<file path="src/rtl/dnc_pkg.sv">
// DNC write weighting package with fixed-point format, element structs and FSM states

package dnc_pkg;

  //////////////////////////////
  // Fixed-point format
  //////////////////////////////

  // Element width in bits
  localparam int DATA_WIDTH = 16;
  // Fraction bits, Q7.8
  localparam int FRAC_BITS  = 8;

  // Signed value for a, c, ga, gw and w
  typedef logic signed [DATA_WIDTH-1:0] fix_t;

  //////////////////////////////
  // Element structs
  //////////////////////////////

  // One popped pair of allocation and content elements
  typedef struct packed {
    fix_t a;
    fix_t c;
  } elem_pair_t;

  // Sideband of stages 1 and 2
  // c is still needed for the add in stage 3
  typedef struct packed {
    fix_t c;
    logic last;
  } diff_side_t;

  // Sideband of stages 3 and 4
  typedef struct packed {
    logic last;
  } last_side_t;

  //////////////////////////////
  // Controller states
  //////////////////////////////

  // IDLE waits for START, STREAM pops pairs, DRAIN empties the chain
  typedef enum logic [1:0] {
    IDLE   = 2'd0,
    STREAM = 2'd1,
    DRAIN  = 2'd2
  } wr_state_e;

endpackage

</file>
<file path="src/rtl/ntm_vector_adder.sv">
// Element adder stage, one registered add or subtract with a sideband payload
`timescale 1ns/1ps

module ntm_vector_adder #(
  parameter bit  SUBTRACT = 1'b0,
  parameter type SIDE_T   = dnc_pkg::last_side_t
) (
  input  logic           CLK,
  input  logic           RST,
  input  logic           in_valid,
  input  dnc_pkg::fix_t  data_a,
  input  dnc_pkg::fix_t  data_b,
  input  SIDE_T          side_in,
  output logic           out_valid,
  output dnc_pkg::fix_t  data_out,
  output SIDE_T          side_out
);

  import dnc_pkg::*;

  //////////////////////////////
  // Datapath
  //////////////////////////////

  fix_t result;

  // Both forms wrap at DATA_WIDTH bits
  assign result = SUBTRACT ? (data_a - data_b) : (data_a + data_b);

  //////////////////////////////
  // Stage register
  //////////////////////////////

  // Valid flag clears on reset
  always_ff @(posedge CLK or posedge RST) begin
    if (RST) begin
      out_valid <= 1'b0;
    end else begin
      out_valid <= in_valid;
    end
  end

  // Result and sideband load together
  // Held between elements, zero after reset
  always_ff @(posedge CLK or posedge RST) begin
    if (RST) begin
      data_out <= '0;
      side_out <= '0;
    end else if (in_valid) begin
      data_out <= result;
      side_out <= side_in;
    end
  end

endmodule

</file>
<file path="src/rtl/ntm_vector_multiplier.sv">
// Element multiplier stage, one registered fixed-point product with a sideband payload
`timescale 1ns/1ps

module ntm_vector_multiplier #(
  parameter type SIDE_T = dnc_pkg::last_side_t
) (
  input  logic           CLK,
  input  logic           RST,
  input  logic           in_valid,
  input  dnc_pkg::fix_t  data_a,
  input  dnc_pkg::fix_t  data_b,
  input  SIDE_T          side_in,
  output logic           out_valid,
  output dnc_pkg::fix_t  data_out,
  output SIDE_T          side_out
);

  import dnc_pkg::*;

  //////////////////////////////
  // Datapath
  //////////////////////////////

  // Full width product
  logic signed [2*DATA_WIDTH-1:0] product;
  // Product back in Q7.8
  logic signed [2*DATA_WIDTH-1:0] scaled;
  fix_t                           result;

  // Signed operands, so the product is sign extended
  assign product = data_a * data_b;

  // Arithmetic shift drops the extra fraction bits
  assign scaled = product >>> FRAC_BITS;

  // Truncate, no saturation
  assign result = scaled[DATA_WIDTH-1:0];

  //////////////////////////////
  // Stage register
  //////////////////////////////

  // Valid flag
  always_ff @(posedge CLK or posedge RST) begin
    if (RST) begin
      out_valid <= 1'b0;
    end else begin
      out_valid <= in_valid;
    end
  end

  // Result and sideband, updated only on a valid element
  always_ff @(posedge CLK or posedge RST) begin
    if (RST) begin
      data_out <= '0;
      side_out <= '0;
    end else if (in_valid) begin
      data_out <= result;
      side_out <= side_in;
    end
  end

endmodule

</file>
<file path="src/rtl/ntm_element_fifo.sv">
// Element FIFO, small first-word fall-through buffer for one weighting stream
`timescale 1ns/1ps

module ntm_element_fifo #(
  parameter int FIFO_DEPTH = 4
) (
  input  logic           CLK,
  input  logic           RST,
  input  logic           push,
  input  dnc_pkg::fix_t  push_data,
  input  logic           pop,
  output dnc_pkg::fix_t  pop_data,
  output logic           empty,
  output logic           full
);

  import dnc_pkg::*;

  // Pointer and occupancy widths
  localparam int PTR_W = (FIFO_DEPTH > 1) ? $clog2(FIFO_DEPTH) : 1;
  localparam int CNT_W = $clog2(FIFO_DEPTH + 1);

  //////////////////////////////
  // Storage and pointers
  //////////////////////////////

  fix_t             mem [FIFO_DEPTH];
  logic [PTR_W-1:0] wr_ptr;
  logic [PTR_W-1:0] rd_ptr;
  logic [CNT_W-1:0] count;

  // Accepted operations
  logic push_ok;
  logic pop_ok;

  assign push_ok = push & ~full;
  assign pop_ok  = pop & ~empty;

  // Status from occupancy
  assign empty = (count == '0);
  assign full  = (count == CNT_W'(FIFO_DEPTH));

  // Oldest entry always on the output
  assign pop_data = mem[rd_ptr];

  // Storage write, no reset on the array
  always_ff @(posedge CLK) begin
    if (push_ok) begin
      mem[wr_ptr] <= push_data;
    end
  end

  //////////////////////////////
  // Pointer and count update
  //////////////////////////////

  always_ff @(posedge CLK or posedge RST) begin
    if (RST) begin
      wr_ptr <= '0;
      rd_ptr <= '0;
      count  <= '0;
    end else begin
      // Wrap at the last slot, depth need not be a power of two
      if (push_ok) begin
        wr_ptr <= (wr_ptr == PTR_W'(FIFO_DEPTH - 1)) ? '0 : wr_ptr + 1'b1;
      end
      if (pop_ok) begin
        rd_ptr <= (rd_ptr == PTR_W'(FIFO_DEPTH - 1)) ? '0 : rd_ptr + 1'b1;
      end
      // Push and pop together leave the count alone
      case ({push_ok, pop_ok})
        2'b10:   count <= count + 1'b1;
        2'b01:   count <= count - 1'b1;
        default: count <= count;
      endcase
    end
  end

endmodule

</file>
<file path="src/rtl/dnc_write_weighting.sv">
// DNC write weighting controller, pairs a and c elements and runs the 4-stage chain
`timescale 1ns/1ps

module dnc_write_weighting #(
  parameter int SIZE_WIDTH = 8
) (
  input  logic                  CLK,
  input  logic                  RST,
  input  logic                  START,
  input  logic [SIZE_WIDTH-1:0] SIZE_N_IN,
  input  dnc_pkg::fix_t         GA_IN,
  input  dnc_pkg::fix_t         GW_IN,
  input  logic                  a_empty,
  input  logic                  a_full,
  input  dnc_pkg::fix_t         a_data,
  input  logic                  c_empty,
  input  logic                  c_full,
  input  dnc_pkg::fix_t         c_data,
  input  logic                  A_IN_ENABLE,
  input  logic                  C_IN_ENABLE,
  output logic                  a_push,
  output logic                  a_pop,
  output logic                  c_push,
  output logic                  c_pop,
  output logic                  A_OUT_ENABLE,
  output logic                  C_OUT_ENABLE,
  output logic                  W_OUT_ENABLE,
  output dnc_pkg::fix_t         W_OUT,
  output logic                  READY
);

  import dnc_pkg::*;

  // w(j) = gw * (c(j) + ga * (a(j) - c(j)))

  //////////////////////////////
  // Control state
  //////////////////////////////

  wr_state_e             state;
  logic [SIZE_WIDTH-1:0] size_q;
  logic [SIZE_WIDTH-1:0] count;
  // Gates held for the whole operation
  fix_t                  ga_q;
  fix_t                  gw_q;

  // Pairing
  logic       pop_fire;
  logic       last_elem;
  elem_pair_t pair;

  // Chain signals, sN is the output of stage N
  logic       s1_valid, s2_valid, s3_valid, s4_valid;
  fix_t       s1_data, s2_data, s3_data, s4_data;
  diff_side_t s1_side_in, s1_side, s2_side;
  last_side_t s3_side_in, s3_side, s4_side;

  // Producers may write only while streaming and not full
  assign A_OUT_ENABLE = (state == STREAM) & ~a_full;
  assign C_OUT_ENABLE = (state == STREAM) & ~c_full;

  // Strobes outside the enable window are dropped here
  assign a_push = A_IN_ENABLE & A_OUT_ENABLE;
  assign c_push = C_IN_ENABLE & C_OUT_ENABLE;

  // Pop both streams together once each holds an element
  assign pop_fire  = (state == STREAM) & ~a_empty & ~c_empty & (count < size_q);
  assign a_pop     = pop_fire;
  assign c_pop     = pop_fire;
  assign last_elem = (count == size_q - 1'b1);

  assign pair = '{a: a_data, c: c_data};

  // FSM, size capture and element counter
  always_ff @(posedge CLK or posedge RST) begin
    if (RST) begin
      state  <= IDLE;
      size_q <= '0;
      count  <= '0;
    end else begin
      case (state)
        IDLE: begin
          if (START) begin
            size_q <= SIZE_N_IN;
            count  <= '0;
            state  <= STREAM;
          end
        end
        STREAM: begin
          if (pop_fire) begin
            count <= count + 1'b1;
            if (last_elem) begin
              state <= DRAIN;
            end
          end
        end
        DRAIN: begin
          // Last element entering stage 4, so IDLE coincides with READY
          if (s3_valid && s3_side.last) begin
            state <= IDLE;
          end
        end
        default: state <= IDLE;
      endcase
    end
  end

  // Gate capture on an accepted START
  always_ff @(posedge CLK) begin
    if (state == IDLE && START) begin
      ga_q <= GA_IN;
      gw_q <= GW_IN;
    end
  end

  //////////////////////////////
  // Arithmetic chain
  //////////////////////////////

  assign s1_side_in = '{c: pair.c, last: last_elem};

  // Stage 1, a - c
  ntm_vector_adder #(
    .SUBTRACT (1'b1),
    .SIDE_T   (diff_side_t)
  ) diff_adder_i (
    .CLK       (CLK),
    .RST       (RST),
    .in_valid  (pop_fire),
    .data_a    (pair.a),
    .data_b    (pair.c),
    .side_in   (s1_side_in),
    .out_valid (s1_valid),
    .data_out  (s1_data),
    .side_out  (s1_side)
  );

  // Stage 2, ga * (a - c)
  ntm_vector_multiplier #(
    .SIDE_T (diff_side_t)
  ) ga_mult_i (
    .CLK       (CLK),
    .RST       (RST),
    .in_valid  (s1_valid),
    .data_a    (ga_q),
    .data_b    (s1_data),
    .side_in   (s1_side),
    .out_valid (s2_valid),
    .data_out  (s2_data),
    .side_out  (s2_side)
  );

  // c drops off the sideband here
  assign s3_side_in = '{last: s2_side.last};

  // Stage 3, c + scaled difference
  ntm_vector_adder #(
    .SUBTRACT (1'b0),
    .SIDE_T   (last_side_t)
  ) sum_adder_i (
    .CLK       (CLK),
    .RST       (RST),
    .in_valid  (s2_valid),
    .data_a    (s2_side.c),
    .data_b    (s2_data),
    .side_in   (s3_side_in),
    .out_valid (s3_valid),
    .data_out  (s3_data),
    .side_out  (s3_side)
  );

  // Stage 4, gw * sum
  ntm_vector_multiplier #(
    .SIDE_T (last_side_t)
  ) gw_mult_i (
    .CLK       (CLK),
    .RST       (RST),
    .in_valid  (s3_valid),
    .data_a    (gw_q),
    .data_b    (s3_data),
    .side_in   (s3_side),
    .out_valid (s4_valid),
    .data_out  (s4_data),
    .side_out  (s4_side)
  );

  // Outputs straight from the last stage, 4 cycles after the pop
  assign W_OUT_ENABLE = s4_valid;
  assign W_OUT        = s4_data;
  assign READY        = s4_valid & s4_side.last;

endmodule

</file>
<file path="src/rtl/dnc_write_top.sv">
// DNC write weighting top, two stream FIFOs feeding the weighting controller
`timescale 1ns/1ps

module dnc_write_top #(
  parameter int FIFO_DEPTH = 4,
  parameter int SIZE_WIDTH = 8
) (
  input  logic                  CLK,
  input  logic                  RST,
  input  logic                  START,
  input  logic [SIZE_WIDTH-1:0] SIZE_N_IN,
  input  dnc_pkg::fix_t         GA_IN,
  input  dnc_pkg::fix_t         GW_IN,
  input  logic                  A_IN_ENABLE,
  input  dnc_pkg::fix_t         A_IN,
  input  logic                  C_IN_ENABLE,
  input  dnc_pkg::fix_t         C_IN,
  output logic                  A_OUT_ENABLE,
  output logic                  C_OUT_ENABLE,
  output logic                  W_OUT_ENABLE,
  output dnc_pkg::fix_t         W_OUT,
  output logic                  READY
);

  import dnc_pkg::*;

  // Allocation stream FIFO side
  logic a_push, a_pop, a_empty, a_full;
  fix_t a_data;
  // Content stream FIFO side
  logic c_push, c_pop, c_empty, c_full;
  fix_t c_data;

  //////////////////////////////
  // Stream buffers
  //////////////////////////////

  ntm_element_fifo #(
    .FIFO_DEPTH (FIFO_DEPTH)
  ) a_fifo (
    .CLK       (CLK),
    .RST       (RST),
    .push      (a_push),
    .push_data (A_IN),
    .pop       (a_pop),
    .pop_data  (a_data),
    .empty     (a_empty),
    .full      (a_full)
  );

  ntm_element_fifo #(
    .FIFO_DEPTH (FIFO_DEPTH)
  ) c_fifo (
    .CLK       (CLK),
    .RST       (RST),
    .push      (c_push),
    .push_data (C_IN),
    .pop       (c_pop),
    .pop_data  (c_data),
    .empty     (c_empty),
    .full      (c_full)
  );

  //////////////////////////////
  // Weighting controller
  //////////////////////////////

  dnc_write_weighting #(
    .SIZE_WIDTH (SIZE_WIDTH)
  ) weighting_i (
    .CLK          (CLK),
    .RST          (RST),
    .START        (START),
    .SIZE_N_IN    (SIZE_N_IN),
    .GA_IN        (GA_IN),
    .GW_IN        (GW_IN),
    .a_empty      (a_empty),
    .a_full       (a_full),
    .a_data       (a_data),
    .c_empty      (c_empty),
    .c_full       (c_full),
    .c_data       (c_data),
    .A_IN_ENABLE  (A_IN_ENABLE),
    .C_IN_ENABLE  (C_IN_ENABLE),
    .a_push       (a_push),
    .a_pop        (a_pop),
    .c_push       (c_push),
    .c_pop        (c_pop),
    .A_OUT_ENABLE (A_OUT_ENABLE),
    .C_OUT_ENABLE (C_OUT_ENABLE),
    .W_OUT_ENABLE (W_OUT_ENABLE),
    .W_OUT        (W_OUT),
    .READY        (READY)
  );

endmodule

</file>
<file path="config.mk">
export PLATFORM = sky130hd
export DESIGN_NAME = dnc_write_top
export DESIGN_NICKNAME = d
export VERILOG_FILES = /design/src/rtl/dnc_pkg.sv /design/src/rtl/ntm_vector_adder.sv /design/src/rtl/ntm_vector_multiplier.sv /design/src/rtl/ntm_element_fifo.sv /design/src/rtl/dnc_write_weighting.sv /design/src/rtl/dnc_write_top.sv
export SDC_FILE = /design/constraint.sdc
export NUM_CORES = 2
export LEC_CHECK = 0
export BUFFER_PORTS_ARGS = -buffer_cell sky130_fd_sc_hd__buf_2
export CORE_MARGIN = 3
export CORE_UTILIZATION = 60
export CTS_CLUSTER_SIZE = 30
export DETAILED_ROUTE_END_ITERATION = 16
export PLACE_DENSITY = 0.79
export SKIP_LAST_GASP = 1
export SLEW_MARGIN = 20
export SYNTH_ARGS = -nofsm -noshare
export SYNTH_HDL_FRONTEND = slang
export SYNTH_SLANG_ARGS = --single-unit
</file>
<file path="constraint.sdc">
create_clock -name CLK -period 7.8 [get_ports CLK]
set_clock_uncertainty 0.1 [all_clocks]
set_input_delay 0.78 -clock CLK [delete_from_list [all_inputs] [get_ports CLK]]
set_output_delay 0.78 -clock CLK [all_outputs]
set_load 0.03 [all_outputs]
</file>
==> results.py <==
metrics = {
    "run_status": {
        "status": "finished clean",
    },
    "clock_tree": {
        "post_cts_resized": 0,
        "htree_levels": 2,
        "cts_tree": "done",
        "clk-insertion-delay-late_ns": 0.57,
        "cts_buffer_depth": 3,
        "cts_buffers": 36,
        "postCtsSetupBuffers": 0,
        "clkSinkCount": 296,
        "cts-hold-fix-buffers": 0,
        "root_buffer": "clkbuf_16",
        "clk_pin_slew_ns": 0.06,
    },
    "die": {
        "io_pins": 97,
        "rows": 77,
        "dieWidth_microns": 219.4,
        "chipHeight_microns": 219.4,
        "coreArea_sq_um": 44610,
        "dieArea_sq_um": 48160,
        "start_util": 0.6128,
    },
    "worst_setup_path": {
        "end_kind": "flop",
        "r2r_end": "weighting_i.ga_mult_i.data_out[14]$_DFFE_PP0P_",
        "crit_path_frequent_cell": "fa_1",
        "r2r_slack_ns": 1.03,
        "crit_buf_inv": 4,
        "crit_fanout": 17,
        "r2r-start": "weighting_i.diff_adder_i.data_out[1]$_DFFE_PP0P_",
        "critPathTopFamily": "adder cells",
        "critical-path-slowest-cell": "dfrtp_1",
        "crit_arrival_ns": 7.10,
        "crit_path_start_kind": "flop",
        "required_ns": 8.13,
        "path_cells": "nand2_1 > fa_1 > fa_1 > inv_1 > fa_1 > inv_1 > fa_1 > fa_1 > fa_1 > inv_1 > ha_1 > inv_1 > nor2_1 > o2111ai_1 > o21ai_0 > a211oi_1 > a21oi_1 > a31oi_1 > xnor2_1 > mux2_2",
        "rr_worst_depth": 20,
        "critical_path_class": "reg2reg",
        "max_stage_delay_ns": 0.77,
    },
    "logic_synthesis": {
        "synth_top_flop_cell": "edfxtp_1",
        "synthArstFlopShare": 0.4595,
        "synth_fa_ha_area_frac": 0.3633,
        "synth_seq_cells": 296,
        "synth-edff-count": 160,
        "synth_top_area_frac": 0.2754,
        "syn_inst": 2549,
        "synthSimpleGateAreaFrac": 0.1189,
        "yosysMostFrequentCell": "inv_1",
        "ys_warn_count": 0,
        "synth-xor-area-share": 0.03621,
        "yosys.area.top_type": "fa_1",
        "syn_nets": 3194,
        "synth_cell_type_count": 58,
        "synthMuxAreaShare": 0.05090,
        "netlist_top_cells_count": "546 x inv_1, 376 x fa_1, 289 x nand2_1",
        "synth_area_sq_um": 27330,
        "syn_avg_cell_area_sq_um": 10.72,
        "synth-compound-area-share": 0.04271,
        "seq_area_frac_synth": 0.3003,
        "synth_top_family_by_area": "adder cells",
        "ys_top_cells_by_area": "fa_1 28%, edfxtp_1 18%, dfrtp_1 12%",
    },
    "detailed_routing": {
        "route.met2.wl_microns": 29330,
        "top_layer": "met5",
        "drc_errors": 0,
        "drt_iter0_markers": 1230,
        "dr.pass1.iters": 5,
        "routed_wl_microns": 58700,
        "vias": 17807,
        "met1_length_microns": 23040,
        "wl_per_cell_microns": 18.25,
        "ant_nets": 0,
        "wl_met3_microns": 3760,
        "vias_per_cell": 5.537,
    },
    "final_layout": {
        "fin_nets": 3241,
        "drive_gt1_frac": 0.09718,
        "area_delta_synth_final_pct": 7.823,
        "antennaDiodeCount": 0,
    },
    "placement": {
        "place_congestion": 0.9017,
        "hpwlAfterDp_microns": 44730,
        "port_buffers": 96,
    },
    "timing": {
        "slew_violations": 0,
        "hold_viol": 0,
        "min_period_ns": 6.768,
        "timing_worst_slew_pin_value_ns": 1.024,
        "setup_violations": 0,
        "fin_setup_tns_ns": 0,
        "relSlewSlack": 0.3176,
        "fmax_mhz": 147.7,
        "period_share": 0.8677,
        "rsz0062_at_grt": "no",
    },
    "run": {
        "maxCapViolations": 0,
    },
    "global_route": {
        "grt_util_all_layers": 0.2583,
        "grt_pass1_vias": 19830,
        "grt_max_degree": 76,
        "grt_pass1_wl_microns": 98220,
        "grt_overflow": 0,
        "antenna_found_initial": 2,
    },
    "hold_path": {
        "hold_class": "in2async",
    },
}
==> worst register-to-register path, cell delays in order, from the launching register on <==
cell       delay (ns)
dfrtp_1          0.77
nand2_1          0.17
fa_1             0.54
fa_1             0.56
inv_1            0.06
fa_1             0.50
inv_1            0.06
fa_1             0.54
fa_1             0.44
fa_1             0.50
inv_1            0.04
ha_1             0.30
inv_1            0.06
nor2_1           0.09
o2111ai_1        0.11
o21ai_0          0.54
a211oi_1         0.28
a21oi_1          0.40
a31oi_1          0.17
xnor2_1          0.15
mux2_2           0.26
==> worst max-delay path by stage <==
stage,cells after the start,endpoint,startpoint,slack (ns)
3_3_place_gp,20,weighting_i.ga_mult_i.data_out[14]$_DFFE_PP0P_,weighting_i.diff_adder_i.data_out[1]$_DFFE_PP0P_,1.45
3_5_place_dp,20,weighting_i.ga_mult_i.data_out[14]$_DFFE_PP0P_,weighting_i.diff_adder_i.data_out[1]$_DFFE_PP0P_,1.17
4_1_cts,20,weighting_i.ga_mult_i.data_out[14]$_DFFE_PP0P_,weighting_i.diff_adder_i.data_out[1]$_DFFE_PP0P_,1.10
5_1_grt,20,weighting_i.ga_mult_i.data_out[14]$_DFFE_PP0P_,weighting_i.diff_adder_i.data_out[2]$_DFFE_PP0P_,0.74
6_report,20,weighting_i.ga_mult_i.data_out[14]$_DFFE_PP0P_,weighting_i.diff_adder_i.data_out[1]$_DFFE_PP0P_,1.03
2_1_floorplan,22,weighting_i.ga_mult_i.data_out[14]$_DFFE_PP0P_,weighting_i.diff_adder_i.data_out[7]$_DFFE_PP0P_,1.81
==> cells by family (layout without fill, tap and decap cells) <==
family                   count (synthesis)  in the layout
adder cells (fa/ha/maj)                568            568
flip-flops                             296            296
multiplexers                            92             92
buffers and inverters                  639            714
AND/OR/NAND/NOR                        664            664
AO/OA/AOI/OAI                          177            177
XOR/XNOR                               113            113
==> sequential cells by signal, indices dropped and copies added, names as in the netlist, 3 cells and up <==
| signal | count |
|---|---|
| weighting_i.sum_adder_i.data_out | 16 |
| c_fifo.count | 3 |
| weighting_i.ga_mult_i.side_out | 17 |
| weighting_i.ga_mult_i.data_out | 16 |
| a_fifo.mem | 64 |
| weighting_i.gw_mult_i.data_out | 16 |
| weighting_i.count | 8 |
| c_fifo.mem | 64 |
| weighting_i.ga_q | 16 |
| weighting_i.gw_q | 16 |
| weighting_i.diff_adder_i.data_out | 16 |
| a_fifo.count | 3 |
| weighting_i.size_q | 8 |
| weighting_i.diff_adder_i.side_out | 17 |
==> cells in the final DEF, fill, tap and decap left out, types with 33 or more instances in the layout <==
master and count:
mux2_2 56, xnor2_1 80, and2_1 225, inv_1 544, nor2_1 63, fa_1 376
o21ai_0 52, ha_1 192, buf_2 96, nand2_1 289, xor2_1 33, edfxtp_1 160
clkbuf_16 38, a21oi_1 33, dfrtp_1 135
==> through the flow <==
| stage | util | worst slack (ns) | instances | cell area (sq um) | hold WS [ns] |
|---|---|---|---|---|---|
| 2_1_floorplan | - | 1.806 | 2549 | 27340 | 0.2519 |
| 3_3_place_gp | 0.6334 | 1.446 | 3150 | 28250 | 0.3476 |
| 3_5_place_dp | 0.6334 | 1.165 | 3150 | 28250 | 0.3647 |
| 4_1_cts | 0.6607 | 1.103 | 3216 | 29470 | 0.2561 |
| 5_1_grt | 0.6607 | 0.7447 | 3216 | 29470 | 0.2700 |
| 6_report | 0.6607 | 1.032 | 3216 | 29470 | 0.2611 |
==> routing by layer <==
| metal | up-vias | GRT usage |
|---|---|---|
| met5 | - | 0 |
| met4 | 4 | 0.1093 |
| met3 | 174 | 0.04140 |
| met2 | 628 | 0.4376 |
| met1 | 9000 | 0.3324 |
| li1 | 8001 | - |
==> area by class of cell <==
class                      instances  area [sq um]
multi-input combinational       1614         16730
fill                            3264         15130
sequential                       296          8209
inverter                         547          2058
clock buffer                      47         984.7
tap                              592         740.7
timing repair buffer             101         518.0
clock inverter                    19         234.0
Power is not shown: default switching activity piles up to over one toggle a cycle in this logic, so the estimate is an artifact.
